$ cat src/design/video_hdr_pkg.sv
//--------------------
// widths and mode codes for the sys_clk_b video path
// mode switch bits 3:2 carry no meaning here
//--------------------
package video_hdr_pkg;

	localparam int CAM_W  = 8;	// one camera pixel
	localparam int HDR_W  = 10;	// cam0 + cam1, no overflow
	localparam int OUT_W  = 8;
	localparam int MODE_W = 4;

	// switch bits 1:0, code 00 falls back to camera 0
	localparam logic [1:0] SRC_CAM0 = 2'b01;
	localparam logic [1:0] SRC_CAM1 = 2'b10;
	localparam logic [1:0] SRC_HDR  = 2'b11;

	// sensor reset hold in sys_clk_b cycles
	localparam logic [31:0] CAM_RESET_CYCLES_DEF = 32'd2500;

endpackage

$ cat src/design/video_stream_if.sv
//--------------------
// valid/sop/eop stream, no ready and no back-pressure
// data, sop, eop are only meaningful while valid is high
//--------------------
`timescale 1ns/1ps

interface video_stream_if #(
	parameter int DATA_W = 8
);

	logic              valid;
	logic [DATA_W-1:0] data;
	logic              sop;	// first pixel of frame
	logic              eop;	// last pixel of frame

	modport src (
		output valid,
		output data,
		output sop,
		output eop
	);

	modport snk (
		input valid,
		input data,
		input sop,
		input eop
	);

endinterface

$ cat src/design/cam_power_seq.sv
//--------------------
// sensor reset held >= CAM_RESET_CYCLES clocks after reset release
// pwdn follows the system reset directly
//--------------------
`timescale 1ns/1ps

module cam_power_seq #(
	parameter int unsigned CAM_RESET_CYCLES = video_hdr_pkg::CAM_RESET_CYCLES_DEF
) (
	input  logic sys_clk_b,
	input  logic reset_n_b,
	output logic cam_pwdn_o,
	output logic cam_resetb_o
);

	localparam int CNT_W = (CAM_RESET_CYCLES < 1) ? 1 : $clog2(CAM_RESET_CYCLES + 1);

	logic             start_q;
	logic             run_q;
	logic [CNT_W-1:0] cnt_q;
	logic             stop;

	assign stop = (cnt_q == CNT_W'(CAM_RESET_CYCLES));

	always_ff @(posedge sys_clk_b or negedge reset_n_b)
	begin
		if (!reset_n_b)
		begin
			start_q      <= 1'b0;
			run_q        <= 1'b0;
			cnt_q        <= '0;
			cam_resetb_o <= 1'b0;
		end
		else
		begin
			start_q <= 1'b1;
			if (stop)
				run_q <= 1'b0;
			else if (!start_q)
				run_q <= 1'b1;	// first clock out of reset
			if (run_q && !stop)
				cnt_q <= cnt_q + 1'b1;
			if (stop)
				cam_resetb_o <= 1'b1;	// sticky until next reset
		end
	end

	assign cam_pwdn_o = ~reset_n_b;

	// sensor must not see a second reset pulse without a system reset
	a_resetb_sticky: assert property (
		@(posedge sys_clk_b) disable iff (!reset_n_b)
		cam_resetb_o |=> cam_resetb_o
	);

endmodule

$ cat src/design/hdr_merge.sv
//--------------------
// HDR sample is the plain sum of both cameras, one cycle latency
//--------------------
`timescale 1ns/1ps

module hdr_merge (
	input  logic                            sys_clk_b,
	input  logic                            reset_n_b,
	input  logic [video_hdr_pkg::CAM_W-1:0] cam0_i,
	input  logic [video_hdr_pkg::CAM_W-1:0] cam1_i,
	input  logic                            valid_i,
	input  logic                            sop_i,
	input  logic                            eop_i,
	video_stream_if.src                     hdr
);

	always_ff @(posedge sys_clk_b or negedge reset_n_b)
	begin
		if (!reset_n_b)
			hdr.valid <= 1'b0;
		else
			hdr.valid <= valid_i;
	end

	// payload, qualified by hdr.valid
	always_ff @(posedge sys_clk_b)
	begin
		hdr.data <= video_hdr_pkg::HDR_W'(cam0_i) + video_hdr_pkg::HDR_W'(cam1_i);
		hdr.sop  <= sop_i;
		hdr.eop  <= eop_i;
	end

	// every hdr beat carries a known sample and known flags
	a_hdr_known: assert property (
		@(posedge sys_clk_b) disable iff (!reset_n_b)
		hdr.valid |-> !$isunknown({hdr.data, hdr.sop, hdr.eop})
	);

endmodule

$ cat src/design/mode_sync.sv
//--------------------
// mode switches are async, loaded only while synced vsync is high
//--------------------
`timescale 1ns/1ps

module mode_sync (
	input  logic                             sys_clk_b,
	input  logic                             reset_n_b,
	input  logic [video_hdr_pkg::MODE_W-1:0] switches_i,
	input  logic                             vsync_i,
	output logic [video_hdr_pkg::MODE_W-1:0] mode_o
);

	logic [1:0]                       vs_sync;
	logic [video_hdr_pkg::MODE_W-1:0] sw_meta;
	logic [video_hdr_pkg::MODE_W-1:0] sw_sync;

	always_ff @(posedge sys_clk_b or negedge reset_n_b)
	begin
		if (!reset_n_b)
		begin
			vs_sync <= '0;
			sw_meta <= '0;
			sw_sync <= '0;
			mode_o  <= '0;	// camera 0
		end
		else
		begin
			vs_sync <= {vs_sync[0], vsync_i};
			sw_meta <= switches_i;
			sw_sync <= sw_meta;
			// frame blanking only, never mid-frame
			if (vs_sync[1])
				mode_o <= sw_sync;
		end
	end

endmodule

$ cat src/design/pixel_select.sv
//--------------------
// only mode bits 1:0 decoded, 00 acts as camera 0
// HDR path keeps sum bits 8:1, the mean of both cameras
//--------------------
`timescale 1ns/1ps

module pixel_select (
	input  logic                             sys_clk_b,
	input  logic                             reset_n_b,
	input  logic [video_hdr_pkg::MODE_W-1:0] mode_i,
	input  logic [video_hdr_pkg::CAM_W-1:0]  cam0_i,
	input  logic [video_hdr_pkg::CAM_W-1:0]  cam1_i,
	input  logic                             valid_i,
	input  logic                             sop_i,
	input  logic                             eop_i,
	video_stream_if.snk                      hdr,
	output logic [video_hdr_pkg::OUT_W-1:0]  pix_o,
	output logic                             pix_valid_o,
	output logic                             pix_sop_o,
	output logic                             pix_eop_o
);

	logic [video_hdr_pkg::OUT_W-1:0] sel_pix;
	logic                            sel_valid;
	logic                            sel_sop;
	logic                            sel_eop;

	always_comb
	begin
		case (mode_i[1:0])
			video_hdr_pkg::SRC_CAM1:
			begin
				sel_pix   = cam1_i;
				sel_valid = valid_i;
				sel_sop   = sop_i;
				sel_eop   = eop_i;
			end
			video_hdr_pkg::SRC_HDR:
			begin
				sel_pix   = hdr.data[video_hdr_pkg::OUT_W:1];	// sum / 2
				sel_valid = hdr.valid;
				sel_sop   = hdr.sop;
				sel_eop   = hdr.eop;
			end
			default:	// SRC_CAM0 and 00
			begin
				sel_pix   = cam0_i;
				sel_valid = valid_i;
				sel_sop   = sop_i;
				sel_eop   = eop_i;
			end
		endcase
	end

	always_ff @(posedge sys_clk_b or negedge reset_n_b)
	begin
		if (!reset_n_b)
			pix_valid_o <= 1'b0;
		else
			pix_valid_o <= sel_valid;
	end

	always_ff @(posedge sys_clk_b)
	begin
		pix_o     <= sel_pix;
		pix_sop_o <= sel_sop;
		pix_eop_o <= sel_eop;
	end

	// catches an unwritten HDR register or a camera input left floating
	a_pix_known: assert property (
		@(posedge sys_clk_b) disable iff (!reset_n_b)
		pix_valid_o |-> !$isunknown(pix_o)
	);

endmodule

$ cat src/design/video_hdr_top.sv
//--------------------
// camera modes 1 cycle latency, HDR mode 2 cycles
// output stream cannot stall
//--------------------
`timescale 1ns/1ps

module video_hdr_top #(
	parameter int unsigned CAM_RESET_CYCLES = video_hdr_pkg::CAM_RESET_CYCLES_DEF
) (
	input  logic                             sys_clk_b,
	input  logic                             reset_n_b,
	input  logic [video_hdr_pkg::MODE_W-1:0] switches_i,
	input  logic                             vsync_i,
	input  logic [video_hdr_pkg::CAM_W-1:0]  cam0_data_i,
	input  logic [video_hdr_pkg::CAM_W-1:0]  cam1_data_i,
	input  logic                             raw_valid_i,
	input  logic                             raw_sop_i,
	input  logic                             raw_eop_i,
	output logic [video_hdr_pkg::OUT_W-1:0]  pix_o,
	output logic                             pix_valid_o,
	output logic                             pix_sop_o,
	output logic                             pix_eop_o,
	output logic                             cam_pwdn_o,
	output logic                             cam_resetb_o
);

	logic [video_hdr_pkg::MODE_W-1:0] mode;

	video_stream_if #(
		.DATA_W (video_hdr_pkg::HDR_W)
	) hdr_stream ();

	cam_power_seq #(
		.CAM_RESET_CYCLES (CAM_RESET_CYCLES)
	) u_cam_power_seq (
		.sys_clk_b    (sys_clk_b),
		.reset_n_b    (reset_n_b),
		.cam_pwdn_o   (cam_pwdn_o),
		.cam_resetb_o (cam_resetb_o)	// shared by both sensors
	);

	mode_sync u_mode_sync (
		.sys_clk_b  (sys_clk_b),
		.reset_n_b  (reset_n_b),
		.switches_i (switches_i),
		.vsync_i    (vsync_i),
		.mode_o     (mode)
	);

	hdr_merge u_hdr_merge (
		.sys_clk_b (sys_clk_b),
		.reset_n_b (reset_n_b),
		.cam0_i    (cam0_data_i),
		.cam1_i    (cam1_data_i),
		.valid_i   (raw_valid_i),
		.sop_i     (raw_sop_i),
		.eop_i     (raw_eop_i),
		.hdr       (hdr_stream.src)
	);

	// raw flags go to both merge and select
	pixel_select u_pixel_select (
		.sys_clk_b   (sys_clk_b),
		.reset_n_b   (reset_n_b),
		.mode_i      (mode),
		.cam0_i      (cam0_data_i),
		.cam1_i      (cam1_data_i),
		.valid_i     (raw_valid_i),
		.sop_i       (raw_sop_i),
		.eop_i       (raw_eop_i),
		.hdr         (hdr_stream.snk),
		.pix_o       (pix_o),
		.pix_valid_o (pix_valid_o),
		.pix_sop_o   (pix_sop_o),
		.pix_eop_o   (pix_eop_o)
	);

endmodule

$ cat config.mk
export PLATFORM = sky130hd
export DESIGN_NAME = video_hdr_top
export DESIGN_NICKNAME = d
export VERILOG_FILES = /design/src/design/video_hdr_pkg.sv /design/src/design/video_stream_if.sv /design/src/design/cam_power_seq.sv /design/src/design/hdr_merge.sv /design/src/design/mode_sync.sv /design/src/design/pixel_select.sv /design/src/design/video_hdr_top.sv
export SDC_FILE = /design/constraint.sdc
export NUM_CORES = 1
export LEC_CHECK = 0
export BUFFER_PORTS_ARGS = -buffer_cell sky130_fd_sc_hd__clkbuf_2
export CORE_MARGIN = 2
export CORE_UTILIZATION = 40
export CTS_CLUSTER_DIAMETER = 30
export DETAILED_ROUTE_END_ITERATION = 8
export HOLD_SLACK_MARGIN = 0.15
export PLACE_DENSITY_LB_ADDON = 0.2
export REMOVE_ABC_BUFFERS = 1
export SETUP_SLACK_MARGIN = 0.02
export SLEW_MARGIN = 0
export SYNTH_ARGS = -nofsm -noshare
export SYNTH_HDL_FRONTEND = slang
export SYNTH_SLANG_ARGS = --single-unit
$ cat constraint.sdc
create_clock -name sys_clk_b -period 2.07 [get_ports sys_clk_b]
set_input_delay 0.3105 -clock sys_clk_b [delete_from_list [all_inputs] [get_ports sys_clk_b]]
set_output_delay 0.3105 -clock sys_clk_b [all_outputs]
set_load 0.01 [all_outputs]
==> results by group, run 1 <==
Worst hold path
  – HP Class: in2reg
  – Hold path start: cam0_data_i[5]
  – Hold Crit Depth: 3
  – WHS Endpoint: u_pixel_select.pix_o[5]$_DFF_P_

CTS
  – TritonCTS Sinks: between 40 and 50
  – Hold_buf cts: 7
  – Root Driver: clkbuf_8
  – Skew-Pair Late Insertion Delay: between 0.2 and 0.3 ns
  – Clk buf depth: 2
  – Clk pin slew, worst setup/hold paths: 0.08 ns
  – Total CTS buffers: 5
  – Post-CTS Repair Setup Buffers: 0
  – CTS tree: built
  – Post-CTS Resized: 0
  – # H-tree levels: 2

GRT
  – Largest net degree at the start of global routing: 26
  – Top Usage Layer GRT: met2
  – Grt met3 use: roughly 3.2%
  – Global-route wire length before repair: 5790 µm
  – M1 GR Usage: between 15 and 20%
  – Vias in the first global route: roughly 1300
  – Initial antenna violation count: 0
  – Grt total ovfl: 0
  – Met2 Usage GRT: between 20% and 30%
  – Gr usage total: between 10% and 20%

Route
  – Via/cell ratio: about 5
  – Wire length per cell: between 10 and 15 µm
  – Initial DRC count: 36
  – DRC errors left: 0
  – Routed vias: approximately 1300
  – Post-Route WL: ~3400 µm
  – Routed Antenna Nets: 0
  – First-pass DRT Iterations: 4

Setup path
  – Critical path arrival: between 1.5 and 2 ns
  – Worst Setup Start Kind: register
  – Crit-path max FO: 5
  – Reg2Reg Setup Slack: between 0.4 and 0.5 ns
  – R2r worst-path depth: 6
  – Worst r2r src: u_cam_power_seq.cnt_q[0]$_DFFE_PN0P_
  – Crit path kind: reg2reg
  – CP required: around 2.3 ns
  – R2R Path End: u_cam_power_seq.cnt_q[1]$_DFFE_PN0P_
  – Setup crit end kind: register

Yosys
  – Post-Syn Area: about 0.0019 mm²
  – Mapped Avg Cell Area: 11.5 µm²
  – Syn Inst Count: 164
  – Sequential share of the synthesized area: 54.3%
  – Post-synth EDFFs: 0
  – Largest area contributor in the netlist: dfrtp_1
  – Most frequent cells after synthesis: dfrtp_1 (25), dfxtp_1 (20), nor2_1 (14)
  – Post-synthesis register bit count: 45
  – Cell with the most instances after synthesis: dfrtp_1
  – Top post-synthesis cells by area: dfrtp_1 (33%), dfxtp_1 (21%), ha_1 (6.0%)
  – Unique masters post-synth: 39
  – FFs w/ async S/R, synth: roughly 56%
  – Main synth FF type: dfrtp_1
  – Yosys warning count: 0
  – Post-synth top area share: 33.1%

Power
  – Clock Power Share: 26.3%
  – Static Leak: about 0.0011 µW
  – Sequential share of power: 53.6%
  – Combinational Power Share: between 20 and 25%
  – Pwr Total: approximately 2100 µW
  – Switching Power: between 600 and 700 µW
  – Internal power: between 1000 and 1500 µW
  – Sw frac: around 29%
  – VDD IR max: between 400 and 500 µV
  – P per Cell Area: roughly 900 mW/mm²

Placement
  – PortBufs: 36
  – Gpl congestion: 0.792
  – Inst Count DP: approximately 250
  – Pre-CTS setup slack: 0.210 ns
  – DP Wirelength: 2400 µm

Timing
  – Tcrit/Tclk final: around 77%
  – Final Max Slew Viols: 0
  – Slew HR: between 60 and 70%
  – RSZ-0062 raised after global routing: no
  – Fmax: ~630 MHz
  – Min Tclk post-route: between 1.5 and 2 ns
  – Clock skew: 0.00631 ns
  – Worst Max-Slew Pin Slew: approximately 0.56 ns
  – Fin. Hold Viols: 0
  – Final setup margin: roughly 0.48 ns
  – # setup viols final: 0
  – Setup TNS: 0 ns

Floorplan
  – Die width: 72.7 µm
  – Starting density of the core: ~41%
  – I/O pin count: 39
  – Core box area: 0.00463 mm²
  – # rows: 25
  – Die Ht: approximately 73 µm
  – Die ar.: between 0.005 and 0.006 mm²

Cells and area
  – Share of layout cells above drive strength 1: between 20% and 30%
  – Finished Layout Cells: around 270
  – Ant diodes: 0
  – Final Net Count: 250
  – Area Growth Syn to Fin: 22.2%

Run status
  – Status: complete, no violations

Run
  – MaxCap Viol Count: 0
## flip-flops by register name, indices dropped and copies added, names as in the netlist, 2 cells and up
name / count
u_mode_sync.sw_sync: 2
u_cam_power_seq.cnt_q: 12
u_mode_sync.sw_meta: 2
u_mode_sync.mode_o: 2
u_pixel_select.pix_o: 8
u_hdr_merge.hdr.data: 8
u_mode_sync.vs_sync: 2
## how the worst max path moves through the flow
stage / startpoint / end / slack, ns / depth (start not counted)
global placement: cam0_data_i[0] / u_hdr_merge.hdr.data[8]$_DFF_P_ / 0.22 / 7
global route: u_cam_power_seq.cnt_q[0]$_DFFE_PN0P_ / u_cam_power_seq.cnt_q[1]$_DFFE_PN0P_ / 0.35 / 6
finish: u_cam_power_seq.cnt_q[0]$_DFFE_PN0P_ / u_cam_power_seq.cnt_q[1]$_DFFE_PN0P_ / 0.48 / 6
detailed placement: cam0_data_i[0] / u_hdr_merge.hdr.data[8]$_DFF_P_ / 0.21 / 7
CTS: u_cam_power_seq.cnt_q[0]$_DFFE_PN0P_ / u_cam_power_seq.cnt_q[1]$_DFFE_PN0P_ / 0.46 / 6
floorplan: cam0_data_i[0] / u_hdr_merge.hdr.data[8]$_DFF_P_ / 0.36 / 6
## placed cells by master, fill, tap and decap left out, types with 2 or more instances in the layout
cell type	Yosys	final
ha_1	9	9
inv_1	7	7
nand2_1	10	10
a21boi_0	2	2
nand4_1	4	4
dlygate4sd3_1	0	7
dfxtp_1	20	20
mux2_2	6	6
xnor2_1	11	11
and2_1	2	2
mux2i_1	8	8
xor2_1	4	4
nor2_1	14	14
clkbuf_2	0	36
a21o_1	2	2
and3_1	3	3
clkbuf_8	0	6
a21oi_1	10	10
nand3_1	5	5
buf_4	0	3
dfrtp_1	25	25
## cell type report
class,instances,area [µm²]
inverters,7,26.3
clock inverters,2,8.76
repair buffers,46,273
multi-input cells,109,825
well taps,54,67.6
flip-flops and latches,45,1030
fillers,431,2320
clock buffers,6,82.6
## power groups by stage
| stage | sequential, µW | clock (µW) | combinational (µW) |
|---|---|---|---|
| after global placement | 1140 | 0 | 407 |
| final | 1130 | 551 | 421 |
| after global routing | 1150 | 605 | 485 |
| after floorplan | 1140 | 0 | 274 |
| after CTS | 1130 | 574 | 428 |
| after detailed placement | 1140 | 0 | 418 |
## kinds of logic after synthesis
group                      share of synthesized area (%)
other                                              0.198
and+or+nand+nor                                     14.0
adders and majority gates                           7.02
buffers and inverters                               2.05
xor gates and xnor gates                            6.95
DFF                                                 54.3
AOI/OAI and AO/OA                                   7.68
muxes                                               7.81
## routing by layer
metal	part of all wire, %	wire (µm)	vias to the layer above
li1	-	-	662
met1	50	1660	609
met2	44	1490	33
met3	4.6	154	7
met4	1.3	44	0
met5	0	0	-
## worst max-delay path, cell delays in order, from the launching register on
cell and delay [ns]:
dfrtp_1 0.43, inv_1 0.07, ha_1 0.13, and4b_1 0.24
nand4_4 0.14, nand2_1 0.14, mux2_2 0.33
## through the flow
stage	hold slack, ns	instance area (µm²)	utilization, %
floorplan	0.0149	1880	-
global placement	0.332	2150	46.4
detailed placement	0.342	2150	46.4
CTS	0.270	2310	49.9
global route	0.294	2310	49.9
finish	0.273	2310	49.9
No activity file was read; power rests on OpenSTA's default activity.
==> inputs of run 2 (changes only) <==
==> constraint.sdc (replaced) <==
create_clock -name sys_clk_b -period 1.6 [get_ports sys_clk_b]
set_input_delay 0.24 -clock sys_clk_b [delete_from_list [all_inputs] [get_ports sys_clk_b]]
set_output_delay 0.24 -clock sys_clk_b [all_outputs]
set_load 0.01 [all_outputs]
==> results by group, run 2 (synthesis gave the netlist of run 1 again) <==
Run status
  – Status: complete, no violations

Cells and area
  – Commonest non-fill, non-tap cell in the layout: clkbuf_2
  – Share of layout cells above drive strength 1: 31.1% (+4.6 points)
  – Area Growth Syn to Fin: 27.0%
  – Fin util: 51.8% (+2.0 points)
  – Largest regs: u_cam_power_seq.cnt_q (12), u_hdr_merge.hdr.data (8), u_pixel_select.pix_o (8)
  – Finished Layout Cells: 282 (+4.8%)
  – Ant diodes: 0 (unchanged)
  – Largest register FFs: 12 (unchanged)
  – Filler cell count: 430 (-0.23%)
  – Final instance area: 0.00240 mm² (+4.0%)
  – Most frequent cells in the layout: clkbuf_2 (36), dfrtp_1 (25), dfxtp_1 (20)
  – Biggest register: u_cam_power_seq.cnt_q
  – Final Net Count: 263 (+5.2%)

CTS
  – Clk pin slew, worst setup/hold paths: 0.08 ns (about the same)
  – # H-tree levels: 2 (unchanged)
  – Clk buf depth: 2 (unchanged)
  – Root Driver: clkbuf_8
  – CTS tree: built
  – Total CTS buffers: 5 (unchanged)
  – Post-CTS Repair Setup Buffers: 0 (unchanged)
  – Skew-Pair Late Insertion Delay: 0.29 ns (about the same)
  – TritonCTS Sinks: 45 (unchanged)

Setup path
  – Critical-path top delay cell: dfrtp_1
  – Critical path arrival: 1.67 ns (-0.11 ns)
  – Crit path kind: reg2reg
  – Crit-path cells: inv_1, ha_1, and4b_1, nand4_4, nand2_2, mux2_2
  – CP required: 1.78 ns (-0.48 ns)
  – R2r worst-path depth: 6 (unchanged)
  – Setup crit end kind: register
  – Critical path's top delay family: simple AND/OR/NAND/NOR gates
  – Slowest stage delay, CP: 0.38 ns (-0.05 ns)
  – Worst r2r src: u_cam_power_seq.cnt_q[0]$_DFFE_PN0P_
  – R2R Path End: u_cam_power_seq.cnt_q[1]$_DFFE_PN0P_
  – Crit-path max FO: 2 (-3)
  – Reg2Reg Setup Slack: 0.11 ns (-0.37 ns)
  – Worst Setup Start Kind: register
  – CP Buf/Inv Count: 1 (unchanged)

Floorplan
  – Starting density of the core: 40.8% (unchanged)
  – # rows: 25 (unchanged)
  – Die width: 72.7 µm (unchanged)
  – Die ar.: 0.00529 mm² (unchanged)
  – I/O pin count: 39 (unchanged)
  – Core box area: 0.00463 mm² (unchanged)
  – Die Ht: 72.7 µm (unchanged)

Route
  – Initial DRC count: 55 (+53%)
  – Via/cell ratio: 4.80 (-1.6%)
  – Post-Route WL: 3460 µm (+3.3%)
  – Wire length per cell: 12.3 µm (-1.4%)
  – Routed vias: 1353 (+3.2%)
  – First-pass DRT Iterations: 4 (unchanged)
  – Routed Antenna Nets: 0 (unchanged)
  – DRC errors left: 0 (unchanged)

Worst hold path
  – WHS Endpoint: u_pixel_select.pix_o[4]$_DFF_P_
  – HP Class: in2reg
  – Hold Crit Depth: 3 (unchanged)
  – Hold path start: cam0_data_i[4]

GRT
  – Initial antenna violation count: 0 (unchanged)
  – Grt total ovfl: 0 (unchanged)
  – Vias in the first global route: 1395 (+5.7%)
  – Gr usage total: 14.7% (+0.59 points)
  – Largest net degree at the start of global routing: 26 (unchanged)
  – Global-route wire length before repair: 6000 µm (+3.6%)

Power
  – VDD IR max: 664 µV (+59%)
  – P per Cell Area: 1140 mW/mm² (+25%)
  – Static Leak: 0.00118 µW (+5.2%)

Timing
  – Tcrit/Tclk final: 93.2% (+16 points)
  – Final Max Slew Viols: 0 (unchanged)
  – Fin. Hold Viols: 0 (unchanged)
  – RSZ-0062 raised after global routing: no
  – Fmax: 671 MHz (+6.8%)
  – Hold WS: 0.211 ns (-0.0624 ns)
  – Final setup margin: 0.109 ns (-0.369 ns)
  – # setup viols final: 0 (unchanged)
  – Min Tclk post-route: 1.49 ns (-0.101 ns)
  – Clock skew: 0.00281 ns (-0.00350 ns)

Placement
  – Inst Count DP: 267 (+5.1%)
  – PortBufs: 36 (unchanged)
  – Gpl congestion: 0.765 (-3.4%)
  – Pre-CTS setup slack: -0.187 ns (-0.397 ns)
  – DP Wirelength: 2680 µm (+12%)
  – Area after DPL: 0.00224 mm² (+4.5%)

Run
  – MaxCap Viol Count: 0 (unchanged)
-- run 2: cell count changes in the layout (fill, tap and decap cells not counted), sizes merged --
cell  previous run  this run
buf              3        16
-- run 2: worst max-delay path by stage --
| stage | from | endpoint | depth (start not counted) |
|---|---|---|---|
| 6_report | u_cam_power_seq.cnt_q[0]$_DFFE_PN0P_ | u_cam_power_seq.cnt_q[1]$_DFFE_PN0P_ | 6 |
| 2_1_floorplan | cam0_data_i[0] | u_hdr_merge.hdr.data[8]$_DFF_P_ | 6 |
| 3_5_place_dp | cam0_data_i[0] | u_hdr_merge.hdr.data[8]$_DFF_P_ | 7 |
| 4_1_cts | u_cam_power_seq.cnt_q[0]$_DFFE_PN0P_ | u_cam_power_seq.cnt_q[1]$_DFFE_PN0P_ | 6 |
| 5_1_grt | u_cam_power_seq.cnt_q[1]$_DFFE_PN0P_ | u_cam_power_seq.cnt_q[1]$_DFFE_PN0P_ | 6 |
| 3_3_place_gp | cam0_data_i[0] | u_hdr_merge.hdr.data[8]$_DFF_P_ | 7 |
-- run 2: timing repair --
action,in CTS,in global routing
endpoints found under the hold margin,31,0
endpoints found under the setup margin,0,1
resized for setup,0,1
hold buffers,7,0
-- run 2: routing by layer --
layer / wire, µm / global-route usage (%) / vias to the layer above
met2: 1640 / 25.2 / 28
met1: 1660 / 18.1 / 632
met3: 136 / 4.14 / 4
li1: - / - / 689
met4: 31 / 4.32 / 0
met5: 0 / 0 / -
-- run 2: final cells by class --
class / instances / area (µm²) / area share, %
Multi-Input combinational cell: 109 / 827 / 34.5
Clock inverter: 2 / 10.0 / 0.417
Inverter: 7 / 26.3 / 1.09
Tap cell: 54 / 67.6 / 2.82
Clock buffer: 6 / 72.6 / 3.02
Timing Repair Buffer: 59 / 370 / 15.4
Sequential cell: 45 / 1030 / 42.8
-- run 2: power by group --
| part | switching, µW | internal [µW] | total (µW) | leakage, µW |
|---|---|---|---|---|
| registers | 128 | 1310 | 1440 | 0.000473 |
| clock network | 360 | 303 | 662 | 0.0000450 |
| logic | 299 | 325 | 624 | 0.000665 |
-- run 2: worst reg2reg max path: stages (launching register included) --
cell and delay (ns):
dfrtp_1 0.38, inv_1 0.06, ha_1 0.15, and4b_1 0.25, nand4_4 0.12, nand2_2 0.09, mux2_2 0.33
-- run 2: stage by stage --
| stage | total power [µW] | TNS, ns |
|---|---|---|
| floorplan | 1830 | -0.0365 |
| global placement | 2050 | -0.232 |
| detailed placement | 2090 | -0.342 |
| CTS | 2780 | 0 |
| global route | 2900 | 0 |
| finish | 2730 | 0 |
